===== src/rtl/issue_pkg.sv =====
`default_nettype none

package issue_pkg;

    localparam int DATA_W    = 32;
    localparam int TAG_W     = 7;                   // 128 physical registers
    localparam int RS_DEPTH  = 16;
    localparam int MEM_WORDS = 64;
    localparam int MEM_AW    = $clog2(MEM_WORDS);  // word index width

    typedef enum logic [2:0] {
        OP_ADD   = 3'd0,
        OP_SUB   = 3'd1,
        OP_AND   = 3'd2,
        OP_OR    = 3'd3,
        OP_XOR   = 3'd4,
        OP_SLT   = 3'd5,  // signed, result 1 or 0
        OP_LOAD  = 3'd6,
        OP_STORE = 3'd7
    } op_t;

    // true for anything the integer ALU executes
    function automatic logic is_alu_op(input op_t op);
        case (op)
            OP_ADD, OP_SUB, OP_AND, OP_OR, OP_XOR, OP_SLT:
                return 1'b1;
            default:
                return 1'b0;
        endcase
    endfunction

    // loads and stores go to the memory unit
    function automatic logic is_mem_op(input op_t op);
        return (op == OP_LOAD) || (op == OP_STORE);
    endfunction

endpackage

`default_nettype wire


===== src/rtl/load_store_unit.sv =====
`timescale 1ns/1ps
`default_nettype none

module load_store_unit (
    input  wire                               clk,
    input  wire                               reset,
    input  wire                               issue_valid,
    input  wire issue_pkg::op_t               issue_op,
    input  wire [issue_pkg::TAG_W-1:0]        issue_dest,
    input  wire [issue_pkg::DATA_W-1:0]       issue_a,
    input  wire [issue_pkg::DATA_W-1:0]       issue_b,
    input  wire [issue_pkg::DATA_W-1:0]       issue_imm,
    output logic                              load_wb_valid,
    output logic [issue_pkg::TAG_W-1:0]       load_wb_tag,
    output logic [issue_pkg::DATA_W-1:0]      load_wb_value
);

    logic [issue_pkg::DATA_W-1:0]   mem [issue_pkg::MEM_WORDS];
    logic [issue_pkg::DATA_W-1:0]   addr_sum;
    logic [issue_pkg::MEM_AW-1:0]   addr;
    logic                           is_load;
    logic                           is_store;

    assign addr_sum = issue_a + issue_imm;                // base plus offset
    assign addr     = addr_sum[issue_pkg::MEM_AW-1:0];    // wraps at MEM_WORDS
    assign is_load  = issue_valid && (issue_op == issue_pkg::OP_LOAD);
    assign is_store = issue_valid && (issue_op == issue_pkg::OP_STORE);

    always_ff @(posedge clk or posedge reset) begin
        if (reset) begin
            load_wb_valid <= 1'b0;
            for (int i = 0; i < issue_pkg::MEM_WORDS; i++)
                mem[i] <= '0;
        end else begin
            load_wb_valid <= is_load;
            if (is_store)
                mem[addr] <= issue_b;  // no broadcast for stores
        end
    end

    always_ff @(posedge clk) begin
        if (is_load) begin
            load_wb_tag   <= issue_dest;
            load_wb_value <= mem[addr];
        end
    end

endmodule

`default_nettype wire


===== config.mk =====
export PLATFORM = sky130hd
export DESIGN_NAME = load_store_unit
export DESIGN_NICKNAME = d
export VERILOG_FILES = /design/src/rtl/issue_pkg.sv /design/src/rtl/load_store_unit.sv
export SDC_FILE = /design/constraint.sdc
export NUM_CORES = 2
export LEC_CHECK = 0
export ABC_CLOCK_PERIOD_IN_PS = 126500
export BUFFER_PORTS_ARGS = -buffer_cell sky130_fd_sc_hd__buf_2
export CAP_MARGIN = 20
export CORE_ASPECT_RATIO = 1.5
export CORE_UTILIZATION = 55
export DETAILED_ROUTE_END_ITERATION = 7
export PLACE_DENSITY_LB_ADDON = 0.08
export SLEW_MARGIN = 20
export SYNTH_ARGS = -nofsm -noshare
export SYNTH_HDL_FRONTEND = slang
export SYNTH_SLANG_ARGS = --single-unit
export TNS_END_PERCENT = 30

===== constraint.sdc =====
create_clock -name clk -period 126.5 [get_ports clk]
set_clock_uncertainty 0.2 [all_clocks]
set_input_delay 25.3 -clock clk [delete_from_list [all_inputs] [get_ports clk]]
set_output_delay 25.3 -clock clk [all_outputs]
set_load 0.01 [all_outputs]

# ---- Word-level counts from Yosys, hierarchy flattened
# Index checks and enable logic that the tools add are counted.
dict set report classes {
  bitwise 1
  n_eq_ne 2
  magnitude_cmp 2
  add_sub_neg 1
  reduce_logical 3
  muxes 6
}
# operator count
set ops {}
lappend ops {{bitwise mux 2048 bit} 1}
lappend ops {{binary-select mux 32 bit (select 6 bit)} 1}
lappend ops {{demux 32 bit (select 6 bit)} 1}
lappend ops {{two-way mux 32 bit} 3}
lappend ops {{>= comparator 7 bit (second input constant)} 1}
lappend ops {{less-than comparator 7 x 1 -> 1 bit (second input constant)} 1}
lappend ops {{inverter 6 -> 7 bit} 1}
lappend ops {{adder 6 bit} 1}
lappend ops {{== test 3 bit (second input constant)} 2}
lappend ops {{logical AND 1 bit} 3}
dict set report word_totals {
  reg_bits 2088
  word_cells 82
  out_inout_bits 40
}

# ---- Logic depth before layout (Yosys ltp)
dict set report logic_depth {
  word_depth 7
  mapped_depth 12
}

# ---- Least setup slack after synthesis
# Ideal clock, no wire load.
dict set report synth_path {
  path_kind {input port to flip-flop}
  from {in issue_a[0] (netlist name)}
  to {reg load_wb_value[18] (netlist name) (data pin)}
  n_path_buf 5
  cell_stages 11
  arrival_ns 28.081
  setup_ns 0.268
  path_slack_ns 97.951
  cell_sequence {ha_1 -> fa_1 -> buf_2 -> buf_4 -> buf_2 -> buf_2 -> buf_1 -> mux4_2 -> mux2_2 -> o211ai_1 -> nand4_1}
}
dict set report synth_via {
  elab_chain_cells 5
}
# item line
set synth_rtl {}
lappend synth_rtl {{start: declaration} load_store_unit.sv:10} ;# input wire [issue_pkg::DATA_W-1:0] issue_a,
lappend synth_rtl {{adder 6 bit} load_store_unit.sv:24} ;# assign addr_sum = issue_a + issue_imm;
lappend synth_rtl {{inverter 6 -> 7 bit (not written as such)} load_store_unit.sv:44} ;# load_wb_value <= mem[addr];
lappend synth_rtl {{binary-select mux 32 bit (select 6 bit)} load_store_unit.sv:44}
lappend synth_rtl {{two-way mux 32 bit (not written as such) (2 in a row)} load_store_unit.sv:44}
lappend synth_rtl {{end signal: assignment} load_store_unit.sv:44}
lappend synth_rtl {{end: declaration} load_store_unit.sv:15} ;# output logic [issue_pkg::DATA_W-1:0] load_wb_value
# No other way between the ends. The select of a mux whose other input is x is not followed.
# A chain may end at the register's enable or synchronous reset.

# ---- Worst setup path in the final report
dict set report layout_path {
  from {in issue_imm[0] (netlist name)}
  to {reg load_wb_value[18] (netlist name) (data pin)}
}
dict set report layout_via {
  elab_chain_cells 5
}
# item line
set layout_rtl {}
lappend layout_rtl {{start: declaration} load_store_unit.sv:12} ;# input wire [issue_pkg::DATA_W-1:0] issue_imm,
lappend layout_rtl {{adder 6 bit} load_store_unit.sv:24}
lappend layout_rtl {{inverter 6 -> 7 bit (not written as such)} load_store_unit.sv:44}
lappend layout_rtl {{binary-select mux 32 bit (select 6 bit)} load_store_unit.sv:44}
lappend layout_rtl {{two-way mux 32 bit (not written as such) (2 in a row)} load_store_unit.sv:44}
# No other way between the ends. The select of a mux whose other input is x is not followed.

==> summary.txt <==
Status
  • Status: complete, no violations

Finish
  • Reg area: 52,400 µm²
  • Layout cell share with drive strength beyond 1: 50.4%
  • # fillers: 13,111
  • # nets final: 6,274
  • Final Util: 60.7%
  • P&R area growth vs syn: 9.29%
  • Multi-input logic area: slightly above 40,000 µm²

Yosys
  • Mux contribution to synthesized area: 36.1%
  • Synthesized cell area: 95,200 µm²
  • Adder-Cell Fraction of Synth Area: 0.0867%
  • Most frequent cell after synthesis: dfrtp_1
  • Syn nets: around 6,500
  • Netlist cell types: 64
  • Cells after Synth: 6,336
  • Synth area leader: dfrtp_1
  • Synth Area in XOR/XNOR: 0.104%
  • Ys Warns: 0
  • FFs w/ async S/R, synth: 98.1%
  • Most frequent cells after synthesis: dfrtp_1 (2,049), mux2_2 (2,041), mux4_2 (454), nand2_1 (380), clkbuf_1 (302)
  • Syn avg cell area: 15.0 µm²
  • Synth Flop Type: dfrtp_1
  • Share of the synthesized area in the top cell type: a little over half
  • Sequential element share of the synthesized area: 55.1%
  • Top post-synthesis cells by area: dfrtp_1 (54%), mux2_2 (24%), mux4_2 (11%)
  • EDFF count, synth: 39
  • Post-Synth Simple-Gate Area: 3.31%
  • Largest family of logic cells by synthesized area: multiplexers
  • #FFs+latches synth: roughly 2,100
  • Synth Area in Compound Gates: 2.17%

Setup path
  • Critical Path End: load_wb_value[18]
  • Setup crit start kind: primary input
  • Worst Reg-to-Reg Cells: 5
  • R2r setup slk: between 100 and 150 ns
  • Critical path class: primary input to flip-flop
  • Worst setup path startpoint: issue_imm[0]
  • Crit. End Element: flip-flop
  • Reg2reg start: mem[1426]
  • CP Max Fanout: 92
  • CP required: 126.70 ns
  • Worst reg2reg endpoint: load_wb_value[18]
  • Crit path DAT: around 31 ns

Power
  • Static Leak: approximately 0.050 µW
  • Comb pwr share: approximately an eighth
  • Power Density: 14.6 nW/µm²
  • Clock power frac: 39.5%
  • Sw power: 396 µW
  • Sequential Power Share: 47.9%
  • Switching Fraction: 26.1%
  • Peak supply drop: ~0.015 mV
  • Internal power: 1120 µW

Floorplan
  • Die Span X: 342 µm
  • Top Ports: between 100 and 150
  • Full die area: around 170,000 µm²
  • Core Area: 172,000 µm²
  • Die height: 512 µm
  • Starting density of the core: 55.5%
  • Core Rows: 186

Place
  • Placer congestion estimate: 0.805
  • Hpwl dp: 155 mm
  • Number of buffers added on ports: 96

CTS
  • CTS clk-pin slew, worst paths: 0.07 ns
  • Clock buffer depth: 3
  • Clock latency on the worst-skew pair: about 0.84 ns
  • Num CTS Buffers: approximately 200
  • Post-CTS Repair Setup Buffers: 0
  • CTS sink count: 2,088
  • PostCTS Resize Cnt: 0
  • CTS tree: yes
  • Root buffer cell: clkbuf_16
  • H-tree levels: 4
  • Hold_buf cts: 0

STA
  • Fin crit period: ~31 ns
  • Final period utilization: 24.6%
  • Slew headroom: between 20% and 30%
  • Post-Route Setup TNS: 0 ns
  • Final hold slack: roughly 0.28 ns
  • Worst-margin pin slew: 1.20 ns
  • Final Hold Viols: 0
  • Max Transition Viols Final: 0
  • # setup viols final: 0
  • Fmax: 32.2 MHz
  • RSZ-0062 raised after global routing: false

Detailed routing
  • Final ANT Viol Nets: 0
  • Drt via density: ~6.4
  • Drt total wl: 267 mm
  • Post-DR wirelength/cell: 31.1 µm
  • First-pass iteration count of the detailed router: 6
  • Vias: 55,310
  • Drt drc: 0
  • Initial DRC Count: 4,321

Global routing
  • Gr ovfl total: 0
  • Vias in the first global route: 58,194
  • First-pass GRT wire length: between 300 and 400 mm
  • Overall routing resource usage: 31.2%
  • Largest net degree at the start of global routing: 177
  • Initial antenna violation count: 8

Job
  • Maxcap violations: 0

Hold path
  • Worst min path class: flip-flop to flip-flop
[cell type report]
class                      instances  area share (%)
sequential                      2088            50.4
multi-input combinational       3583            38.6
clock buffer                     264            5.27
tap                             2256            2.71
timing repair buffer             288            1.99
clock inverter                    92           0.948
antenna                            9          0.0216
inverter                           3          0.0180
[critical path, stage by stage]
cell and delay, ns:
buf_2 0.12, ha_4 0.17, fa_4 1.12, buf_4 0.58, buf_12 0.53, buf_4 0.81, buf_4 0.76, mux4_2 0.42
mux2_2 0.28, o211ai_1 0.44, nand4_1 0.52
[kinds of logic (layout without fill, tap and decap cells)]
family	count (synthesis)	in the layout
DFF	2088	2088
other	0	9
muxes	2610	2610
and+or+nand+nor	681	681
xor gates and xnor gates	7	7
adders and majority gates	6	6
buffers and inverters	665	647
AOI/OAI and AO/OA	279	279
[sequential cells by signal (all words and copies together) (netlist names)]
signal / cells
load_wb_value: 32
mem: 2048
load_wb_tag: 7
load_wb_valid: 1
[per-stage QoR]
step	cell area, µm²	std cells	power, µW	worst slack [ns]
2_1_floorplan	95200	6336	867	43.12
3_3_place_gp	97500	8216	924	94.60
3_5_place_dp	97500	8218	930	94.61
4_1_cts	104000	8574	1530	95.51
5_1_grt	104000	8575	1570	95.45
6_report	104000	8583	1520	95.40
[worst min path at each step]
stage | startpoint | end | slack [ns] | cells after the start
after floorplan | mem[823] | mem[823] | 0.25 | 1
after global placement | mem[310] | mem[310] | 0.26 | 1
after detailed placement | mem[310] | mem[310] | 0.27 | 1
after CTS | mem[310] | mem[310] | 0.29 | 1
after global routing | mem[305] | mem[305] | 0.30 | 1
final | mem[310] | mem[310] | 0.28 | 1
[power groups by stage]
stage / clock network (µW) / logic, µW / registers [µW]
CTS: 610 / 192 / 726
global route: 634 / 202 / 731
floorplan: 0 / 129 / 738
global placement: 0 / 188 / 736
finish: 600 / 191 / 726
detailed placement: 0 / 192 / 739
[routing by layer]
layer | track usage (%) | wire, µm | up-vias
met4 | 11.0 | 9930 | 4
li1 | - | - | 22966
met3 | 4.07 | 13700 | 423
met5 | 0 | 29 | -
met1 | 41.0 | 107000 | 30429
met2 | 53.4 | 136000 | 1488
[cells in the final DEF (no fill, tap or decap), drive strengths merged, types with 5 or more instances in the layout]
| cell | Yosys | final |
|---|---|---|
| mux2 | 2080 | 2080 |
| dfrtp | 2049 | 2049 |
| mux4 | 454 | 454 |
| nand2 | 380 | 380 |
| buf | 360 | 288 |
| clkbuf | 302 | 264 |
| nand3 | 131 | 131 |
| mux2i | 76 | 76 |
| clkinv | 0 | 60 |
| and3 | 54 | 54 |
| a211oi | 48 | 48 |
| o21ai | 43 | 43 |
| edfxtp | 39 | 39 |
| a21oi | 36 | 36 |
| nor3 | 32 | 32 |
| a32oi | 29 | 29 |
| nor2 | 22 | 22 |
| nand4 | 21 | 21 |
| a311o | 20 | 20 |
| a211o | 19 | 19 |
| bufinv | 0 | 17 |
| o211ai | 16 | 16 |
| a22oi | 12 | 12 |
| a311oi | 11 | 11 |
| or4 | 11 | 11 |
| and4 | 10 | 10 |
| inv | 3 | 10 |
| diode | 0 | 9 |
| o22ai | 9 | 9 |
| clkinvlp | 0 | 8 |
| o211a | 7 | 7 |
| a41oi | 6 | 6 |
| nor4 | 5 | 5 |
| ha | 5 | 5 |
(Power assumes the default switching activity.)
