### src/rtl/issue_pkg.sv
`default_nettype none

package issue_pkg;

    localparam int DATA_W    = 32;
    localparam int TAG_W     = 7;                   // 128 physical registers
    localparam int RS_DEPTH  = 16;
    localparam int MEM_WORDS = 64;
    localparam int MEM_AW    = $clog2(MEM_WORDS);  // word index width

    typedef enum logic [2:0] {
        OP_ADD   = 3'd0,
        OP_SUB   = 3'd1,
        OP_AND   = 3'd2,
        OP_OR    = 3'd3,
        OP_XOR   = 3'd4,
        OP_SLT   = 3'd5,  // signed, result 1 or 0
        OP_LOAD  = 3'd6,
        OP_STORE = 3'd7
    } op_t;

    // true for anything the integer ALU executes
    function automatic logic is_alu_op(input op_t op);
        case (op)
            OP_ADD, OP_SUB, OP_AND, OP_OR, OP_XOR, OP_SLT:
                return 1'b1;
            default:
                return 1'b0;
        endcase
    endfunction

    // loads and stores go to the memory unit
    function automatic logic is_mem_op(input op_t op);
        return (op == OP_LOAD) || (op == OP_STORE);
    endfunction

endpackage

`default_nettype wire

### src/rtl/int_alu.sv
`timescale 1ns/1ps
`default_nettype none

module int_alu (
    input  wire                               clk,
    input  wire                               reset,
    input  wire                               issue_valid,
    input  wire issue_pkg::op_t               issue_op,
    input  wire [issue_pkg::TAG_W-1:0]        issue_dest,
    input  wire [issue_pkg::DATA_W-1:0]       issue_a,
    input  wire [issue_pkg::DATA_W-1:0]       issue_b,
    output logic                              alu_wb_valid,
    output logic [issue_pkg::TAG_W-1:0]       alu_wb_tag,
    output logic [issue_pkg::DATA_W-1:0]      alu_wb_value
);

    logic                           accept;
    logic                           less;
    logic [issue_pkg::DATA_W-1:0]   result;

    assign accept = issue_valid && issue_pkg::is_alu_op(issue_op);
    assign less   = $signed(issue_a) < $signed(issue_b);

    always_comb begin
        case (issue_op)
            issue_pkg::OP_ADD:
                result = issue_a + issue_b;
            issue_pkg::OP_SUB:
                result = issue_a - issue_b;
            issue_pkg::OP_AND:
                result = issue_a & issue_b;
            issue_pkg::OP_OR:
                result = issue_a | issue_b;
            issue_pkg::OP_XOR:
                result = issue_a ^ issue_b;
            issue_pkg::OP_SLT:
                result = {{(issue_pkg::DATA_W-1){1'b0}}, less};
            default:
                result = '0;  // load/store handled elsewhere
        endcase
    end

    always_ff @(posedge clk or posedge reset) begin
        if (reset) begin
            alu_wb_valid <= 1'b0;
        end else begin
            alu_wb_valid <= accept;
        end
    end

    always_ff @(posedge clk) begin
        if (accept) begin
            alu_wb_tag   <= issue_dest;
            alu_wb_value <= result;
        end
    end

endmodule

`default_nettype wire

### config.mk
export PLATFORM = sky130hd
export DESIGN_NAME = int_alu
export DESIGN_NICKNAME = d
export VERILOG_FILES = /design/src/rtl/issue_pkg.sv /design/src/rtl/int_alu.sv
export SDC_FILE = /design/constraint.sdc
export NUM_CORES = 1
export LEC_CHECK = 0
export ABC_AREA = 1
export BUFFER_PORTS_ARGS = -buffer_cell sky130_fd_sc_hd__buf_4
export CAP_MARGIN = 20
export CORE_MARGIN = 2
export CORE_UTILIZATION = 50
export CTS_BUF_LIST = sky130_fd_sc_hd__clkbuf_4
export DETAILED_ROUTE_END_ITERATION = 8
export HOLD_SLACK_MARGIN = 0.1
export PLACE_DENSITY = 0.75
export SLEW_MARGIN = 25
export SYNTH_ARGS = -nofsm -noshare
export SYNTH_HDL_FRONTEND = slang
export SYNTH_SLANG_ARGS = --single-unit
### constraint.sdc
create_clock -name clk -period 0.8 [get_ports clk]
set_clock_uncertainty 0.1 [all_clocks]
set_input_delay 0.16 -clock clk [delete_from_list [all_inputs] [get_ports clk]]
set_output_delay 0.16 -clock clk [all_outputs]
set_load 0.01 [all_outputs]
==> metrics.yaml, run 1 <==
synthFlopType: "edfxtp_1"
htree_num_levels: 2
synth-seq-cells: 40
synth_area_um2: 7760
synthDistinctLibCells: 41
crit_endpoint: "alu_wb_value[0]$_DFFE_PP_/D"
worst_endpoint_kind: "register data pin"
outcome: "did not finish"
place_congestion: 1.02
syn_nets: 1489
die_x_um: 129
clk_path_buf_depth: 2
rows: 45
grt_max_degree: 17
numCtsBuffers: 5
overflow: 353
num_io_pins: 117
syn_inst: 1309
yosysWarnings: 0
port_buffers: 116
hpwlAfterDp_um: 25100
grt.total_usage: 0.854
die_h_um: 129
first-error: "[ERROR GRT-0232] Routing congestion too high. Check the congestion heatmap in the GUI."
initial_core_util: 0.511
ys_seq_area_frac: 0.154
syn_area_per_cell_um2: 5.93
async_flop_share: 0.0250
root_buffer: "clkbuf_4"
stop_stage: "global routing"
synth_edf_count: 39
clock_sinks: 40
[per-stage QoR]
stage | instances | hold slack (ns) | setup WS, ns | area (µm²) | setup TNS [ns]
floorplan | 1309 | -0.211 | -0.971 | 8760 | -49.25
global placement | 1807 | -0.0952 | -1.41 | 11400 | -58.71
detailed placement | 1807 | -0.0829 | -1.47 | 11400 | -59.63
CTS | 1866 | 0.00343 | -0.768 | 13200 | -39.68
[cells in the mapped netlist, types with 3 or more instances]
master | count | area, µm²
ha_1 | 101 | 1260
nand2_2 | 7 | 43.8
buf_4 | 14 | 105
edfxtp_1 | 39 | 1170
inv_2 | 6 | 22.5
nand3_1 | 105 | 526
o211ai_1 | 3 | 22.5
nand4_1 | 8 | 50.1
nand2_1 | 420 | 1580
o22ai_2 | 15 | 188
inv_1 | 289 | 1080
nor2_1 | 97 | 364
a221oi_1 | 3 | 26.3
a21oi_1 | 76 | 380
buf_2 | 11 | 55.1
nor3_1 | 9 | 45.0
xor2_1 | 8 | 70.1
o21ai_1 | 4 | 20.0
o21bai_1 | 5 | 37.5
and3_1 | 3 | 18.8
nor3_2 | 3 | 30.0
o22ai_1 | 9 | 56.3
buf_6 | 8 | 90.1
nand3_2 | 6 | 60.1
nor2_2 | 7 | 43.8
nor2_4 | 4 | 45.0
o221ai_1 | 4 | 35.0
o21ai_0 | 29 | 145
[per-layer routing]
layer	track usage	GRT overflow
met1	0.809	5
met5	0.303	2
met2	1.04	234
met4	0.937	105
met3	0.708	7
[cell families after synthesis]
group                      share of synthesized area
adders and majority gates                      0.168
buffers and inverters                          0.177
and+or+nand+nor                                0.368
AOI/OAI and AO/OA                              0.124
DFF                                            0.154
xor gates and xnor gates                     0.00903
[what timing repair did]
item                       in CTS
setup endpoints to repair     107
pin swaps                     132
hold buffers                    8
hold endpoints to repair        8
gates cloned                    3
setup buffers                  44
gates resized for setup       351
==> inputs of run 2 (changes only) <==
--- a/config.mk
+++ b/config.mk
@@ -9,11 +9,9 @@
 export BUFFER_PORTS_ARGS = -buffer_cell sky130_fd_sc_hd__buf_4
 export CAP_MARGIN = 20
 export CORE_MARGIN = 2
-export CORE_UTILIZATION = 50
-export CTS_BUF_LIST = sky130_fd_sc_hd__clkbuf_4
+export CORE_UTILIZATION = 35
 export DETAILED_ROUTE_END_ITERATION = 8
-export HOLD_SLACK_MARGIN = 0.1
-export PLACE_DENSITY = 0.75
+export PLACE_DENSITY_LB_ADDON = 0.15
 export SLEW_MARGIN = 25
 export SYNTH_ARGS = -nofsm -noshare
 export SYNTH_HDL_FRONTEND = slang
==> run 2 against run 1 <==
The flow now finishes, with violations (hold timing, setup timing). Synthesized cell count is the same. Synthesized area is the same.
==> metrics.yaml, run 2 <==
die-area_um2: 23400
first_global_vias: 9129
max-vdd-ir-drop_mv: 0.823
synth.most_common_cell: "nand2_1"
nNetsFinal: 1873
clock_power_share: 0.156
htree_num_levels: 2  # unchanged
fin_ws_ns: -0.939
rows: 54  # +20%
violations: "hold timing, setup timing"
synthDistinctLibCells: 41  # unchanged
place_ws_ns: -1.48  # -0.0136 ns
drv_cap: 0
p_leak_nw: 7.39
fin_crit_ns: 1.74
ant_nets: 0
initial_core_util: 0.356  # -0.155
regMostFlops: "alu_wb_value"
outcome: "complete, but fails checks"
async_flop_share: 0.0250  # unchanged
synth_top_family_by_area: "simple AND/OR/NAND/NOR gates"
num_io_pins: 117  # unchanged
syn_nets: 1489  # unchanged
seq_power_share: 0.181
syn_area_per_cell_um2: 5.93  # unchanged
p_comb_frac: 0.662
area_growth_syn_to_layout_pct: 85.9
numCtsBuffers: 5  # unchanged
grt_pass1_wl_um: 49500
synth_area_leaders: "nand2_1 (20%), ha_1 (16%), edfxtp_1 (15%)"
path_depth: 16
arrival_ns: 1.69
yosysWarnings: 0  # unchanged
synth_compound_gate_area_share: 0.124  # unchanged
viasPerCell: 4.96
cpPeakStageDelay_ns: 0.37
synthTopCellsByCount: "nand2_1 (420), inv_1 (289), nand3_1 (105)"
cp_top_family: "simple AND/OR/NAND/NOR gates"
multi_input_area_um2: 7590
seq_area_um2: 1200
path_max_fanout: 3
hold_path_depth: 1
wl_um: 34500
cpMaxStageDelayCell: "fa_2"
cts_tree: "built"
synth_area_um2: 7760  # unchanged
die_x_um: 153  # +19%
die_h_um: 153  # +19%
fin_crit_sh: 2.17
antenna_found_initial: 0
finalHoldViolations: 7
startpoint_type: "input pin"
yosys.area_share.adder: 0.168  # unchanged
crit_chain: "buf_12 -> inv_12 -> ha_4 -> fa_2 -> inv_2 -> nand2_2 -> nand3_4 -> nand3_4 -> nand2_4 -> nand2_4 -> nand2_4 -> nand2_4 -> nand2_2 -> nand2_1 -> nand3_1 -> nand2_1"
synth-seq-cells: 40  # unchanged
worst-path-buf-inv: 3
vias: 9783
largest_register_ffs: 32
place_congestion: 0.958  # -6.0%
synth_edf_count: 39  # unchanged
p_sw_mw: 6.64
slew_viol_final: 0
critical_path_class: "input pin to flop"
setup_tns_ns: -43.65
placedInstanceArea_um2: 11500  # +0.92%
power.total_mw: 14.9
grt.total_usage: 0.271
synthFlopType: "edfxtp_1"
synthSimpleGateAreaFrac: 0.368  # unchanged
drive_above_1_share: 0.582
hp-class: "input pin to flop"
max_freq_mhz: 575
drc: 0
ctsHoldBuffers: 1  # -7
hpwlAfterDp_um: 25700  # +2.5%
wl_per_cell_um: 17.5
diodes: 0
rsz0062_at_grt: "true"
crit_path_frequent_cell: "nand2_4"
core_area_um2: 21800
hold-worst-slack_ns: -0.0767
grt_max_degree: 21
ys_seq_area_frac: 0.154  # unchanged
swShare: 0.445
clock_sinks: 40  # unchanged
finalSetupViolations: 111
overflow: 0
cp_data_required_time_ns: 0.75
finish.utilization: 0.661
design_area_um2: 14400
tightest_slew_ns: 0.330
port_buffers: 116  # unchanged
fillCellCount: 1936
synth_top_area_frac: 0.203  # unchanged
clk_path_buf_depth: 2  # unchanged
synthMuxAreaShare: 0  # unchanged
power_density_nw_per_um2: 1030
max_slew_margin: 0.780
placed_cells: 1906  # +5.5%
intPower_mw: 8.29
syn_inst: 1309  # unchanged
yosys.area.top_type: "nand2_1"
reg_top3: "alu_wb_value x32, alu_wb_tag x7, alu_wb_valid x1"
root_buffer: "clkbuf_16"
layout_common_cells: "buf_4 (280), nand2_1 (234), inv_1 (175), nand2_2 (132), buf_6 (92)"
drt_iter0_markers: 607
final_common_cell: "buf_4"
path_clk_slew_ns: 0.07
drt_pre_antenna_iters: 5
synthXorXnorAreaFrac: 0.00902  # unchanged
end_kind: "flop"
fin_cells: 1974
[run 2: cell counts after synthesis]
Identical to the previous run, type by type.
[run 2: cell type report]
type                            instances  share of cell area
Clock inverter                          3             0.00130
Clock buffer                            5             0.00867
Sequential cell                        40              0.0829
Tap cell                              280              0.0243
Timing Repair Buffer                  411               0.267
Inverter                              297              0.0901
Multi-Input combinational cell        938               0.526
[run 2: worst paths after layout]
check / endpoint / slack [ns] / startpoint
max: alu_wb_value[0] / -0.94 / issue_a[0]
min: alu_wb_tag[5] / -0.08 / issue_dest[5]
max in group asynchronous: alu_wb_valid / 0.36 / reset
min in group asynchronous: alu_wb_valid / 0.15 / reset
[run 2: timing repair]
item	in CTS	in global routing
pin swaps	89	202
setup endpoints to repair	111	112
hold endpoints to repair	8	7
buffers inserted	30	36
cloned	4	0
resized for setup	285	358
[run 2: cell families after synthesis]
family,after synthesis
compound gates,153
xor+xnor,8
fa+ha+maj,103
buf+inv,331
flops,40
simple gates,674
[run 2: layer usage]
metal | global-route usage | part of all wire | vias to the layer above
li1 | - | - | 4834
met1 | 0.386 | 0.46 | 4568
met2 | 0.442 | 0.46 | 325
met3 | 0.0272 | 0.053 | 56
met4 | 0.0600 | 0.026 | 0
met5 | 0 | 0 | -
[run 2: power by group through the flow]
stage	combinational, mW	clock [mW]	sequential (mW)
after global routing	10.5	2.42	2.73
final	9.89	2.33	2.71
after floorplan	3.98	0	2.83
after CTS	8.48	2.37	2.69
after global placement	7.27	0	2.71
after detailed placement	7.32	0	2.72
(Power assumes the default switching activity.)
==> inputs of run 3 (changes only) <==
--- a/config.mk
+++ b/config.mk
@@ -5,10 +5,8 @@
 export SDC_FILE = /design/constraint.sdc
 export NUM_CORES = 1
 export LEC_CHECK = 0
-export ABC_AREA = 1
 export BUFFER_PORTS_ARGS = -buffer_cell sky130_fd_sc_hd__buf_4
 export CAP_MARGIN = 20
-export CORE_MARGIN = 2
 export CORE_UTILIZATION = 35
 export DETAILED_ROUTE_END_ITERATION = 8
 export PLACE_DENSITY_LB_ADDON = 0.15
==> run 3 against run 2 <==
Cell area decreased by 19%. Critical path type unchanged. Worst setup slack got worse by 0.83 ns. The flow still finishes with violations (hold timing, setup timing). Die area decreased by 19%.
==> metrics.yaml, run 3 <==
place_ws_ns: -2.22  # -0.744 ns
wl_per_cell_um: 17.3  # -1.0%
grt_pass1_wl_um: 38500  # -22%
layout_common_cells: "buf_4 (355), ha_1 (77), inv_1 (75), buf_6 (68), nor2_1 (63)"
async_flop_share: 0.0250  # unchanged
die-area_um2: 18900  # -19%
setup_tns_ns: -70.42  # -26.77 ns
hold_path_depth: 1  # unchanged
top_layer: "met4"
p_sw_mw: 5.09  # -23%
rows: 49  # -9.3%
diodes: 0  # unchanged
yosys.area.top_type: "ha_1"
finalSetupViolations: 112  # +0.90%
end_kind: "flop"
root_buffer: "clkbuf_16"
die_h_um: 137  # -10%
reg_top3: "alu_wb_value x32, alu_wb_tag x7, alu_wb_valid x1"
path_max_fanout: 3  # unchanged
synthDistinctLibCells: 67  # +63%
finish.utilization: 0.654  # -0.00758
die_x_um: 137  # -10%
power_density_nw_per_um2: 1140  # +10%
synthTopCellsByCount: "inv_1 (105), ha_1 (101), a21oi_1 (87)"
syn_nets: 1028  # -31%
cp_data_required_time_ns: 0.75  # about the same
area_growth_syn_to_layout_pct: 82.8
met2WireLength_um: 12400  # -22%
grt_max_degree: 28  # +33%
rsz0062_at_grt: "true"
startpoint_type: "input pin"
drive_above_1_share: 0.520  # -0.0621
path_clk_slew_ns: 0.07  # about the same
cts_tree: "built"
critical_path_class: "input pin to flop"
drv_cap: 0  # unchanged
regMostFlops: "alu_wb_value"
routed-wl-met3_um: 1290  # -29%
hold_path_end: "alu_wb_tag[5]"
numCtsBuffers: 5  # unchanged
tightest_slew_ns: 0.458  # +0.128 ns
power.total_mw: 13.4  # -10%
clock_sinks: 40  # unchanged
synth_top_area_frac: 0.197  # -0.00637
slew_viol_final: 0  # unchanged
grt.total_usage: 0.263  # -0.00725
antenna_found_initial: 0  # unchanged
nNetsFinal: 1431  # -24%
synthFlopType: "edfxtp_1"
hpwlAfterDp_um: 18800  # -27%
max_slew_margin: 0.692  # -0.0877
drt_iter0_markers: 474  # -22%
max-vdd-ir-drop_mv: 0.862  # +4.8%
synth-seq-cells: 40  # unchanged
fin_ws_ns: -1.77  # -0.833 ns
clk_path_buf_depth: 2  # unchanged
synth_area_um2: 6420  # -17%
max_freq_mhz: 389  # -32%
outcome: "complete, but fails checks"
syn_area_per_cell_um2: 7.58  # +28%
synth_area_leaders: "ha_1 (20%), edfxtp_1 (18%), a21oi_1 (6.8%)"
yosysWarnings: 0  # unchanged
vias: 7943  # -19%
fin_crit_sh: 3.22  # +1.04
finalHoldViolations: 7  # unchanged
htree_num_levels: 2  # unchanged
drt_pre_antenna_iters: 5  # unchanged
overflow: 0  # unchanged
synth.most_common_cell: "inv_1"
core_area_um2: 18000  # -18%
wl_met1_um: 11400  # -28%
place_congestion: 0.939  # -2.0%
initial_core_util: 0.358  # +0.00191
fin_crit_ns: 2.57  # +0.833 ns
hp-class: "input pin to flop"
ctsHoldBuffers: 1  # unchanged
largest_register_ffs: 32  # unchanged
min_from: "issue_dest[5]"
syn_inst: 848  # -35%
ys_seq_area_frac: 0.186  # +0.0321
arrival_ns: 2.53  # +0.84 ns
drc: 0  # unchanged
wl_um: 25600  # -26%
seq_power_share: 0.203  # +0.022
p_leak_nw: 5.38  # -27%
swShare: 0.380  # -0.0646
first_global_vias: 7590  # -17%
num_io_pins: 117  # unchanged
final_common_cell: "buf_4"
p_comb_frac: 0.601  # -0.061
synth_edf_count: 39  # unchanged
hold-worst-slack_ns: -0.0747  # +0.00201 ns
violations: "hold timing, setup timing"
port_buffers: 116  # unchanged
clock_power_share: 0.195  # +0.039
ant_nets: 0  # unchanged
viasPerCell: 5.36  # +8.2%
intPower_mw: 8.29  # about the same
## run 3: changes by cell type in the layout (fill, tap and decap cells not counted), sizes merged, moves of 19 or more
cell	delta
nand2	-378
inv	-192
o21ai	+21
nand3	-107
nor2	-33
a22oi	+19
xnor2	+20
buf	+34
## run 3: cell type report
cell class                      instances  area, µm²
Inverter                              105        454
Clock inverter                          3       47.5
Sequential cell                        40       1200
Fill cell                            1501       6220
Multi-Input combinational cell        652       5750
Clock buffer                            5        125
Tap cell                              229        287
Timing Repair Buffer                  447       3880
## run 3: worst max-delay path by stage
stage	start	endpoint	slack [ns]	depth (start not counted)
finish	issue_a[0]	alu_wb_value[24]	-1.77	12
global route	issue_a[0]	alu_wb_value[30]	-1.85	12
CTS	issue_b[3]	alu_wb_value[30]	-1.74	12
detailed placement	issue_b[14]	alu_wb_value[29]	-2.22	12
global placement	issue_b[14]	alu_wb_value[31]	-2.19	12
floorplan	issue_b[14]	alu_wb_value[31]	-1.84	12
## run 3: cells by family after synthesis
family / synth area share
AO/OA/AOI/OAI: 0.310
AND/OR/NAND/NOR: 0.162
adder cells (fa/ha/maj): 0.203
XOR/XNOR: 0.0286
buffers and inverters: 0.0948
multiplexers: 0.0148
flip-flops: 0.186
## run 3: repair_timing
action,in CTS,in global routing
pin swaps,79,101
setup buffers,24,29
hold endpoints to repair,8,7
setup endpoints to repair,112,112
cloned,3,1
resized for setup,134,141
## run 3: per-stage QoR
stage          std cells  area [µm²]  hold slack (ns)
2_1_floorplan        848        6960           -0.211
3_3_place_gp        1422        9910          -0.0952
3_5_place_dp        1422        9910          -0.0934
4_1_cts             1456       11000          -0.0805
5_1_grt             1481       11700          -0.0836
6_report            1481       11700          -0.0747
## run 3: power by group through the flow
stage | Combinational (mW) | Sequential (mW) | Clock, mW
detailed placement | 6.40 | 2.72 | 0
global route | 8.60 | 2.74 | 2.68
CTS | 7.18 | 2.70 | 2.65
global placement | 6.37 | 2.72 | 0
finish | 8.04 | 2.72 | 2.61
floorplan | 3.30 | 2.83 | 0
## run 3: critical path: stages
cell and delay [ns]:
buf_12 0.11, ha_4 0.16, fa_2 0.37, a211oi_2 0.25, o21a_1 0.22, a211o_1 0.19, a21oi_2 0.07, o21ai_2 0.23
o21ai_4 0.11, a211oi_2 0.22, nor4_1 0.07, or3b_1 0.35
## run 3: metal layers
layer  vias to the layer above  GRT usage
li1                       3854          -
met3                        48     0.0342
met1                      3781      0.339
met5                         -          0
met4                         0     0.0824
met2                       260      0.453
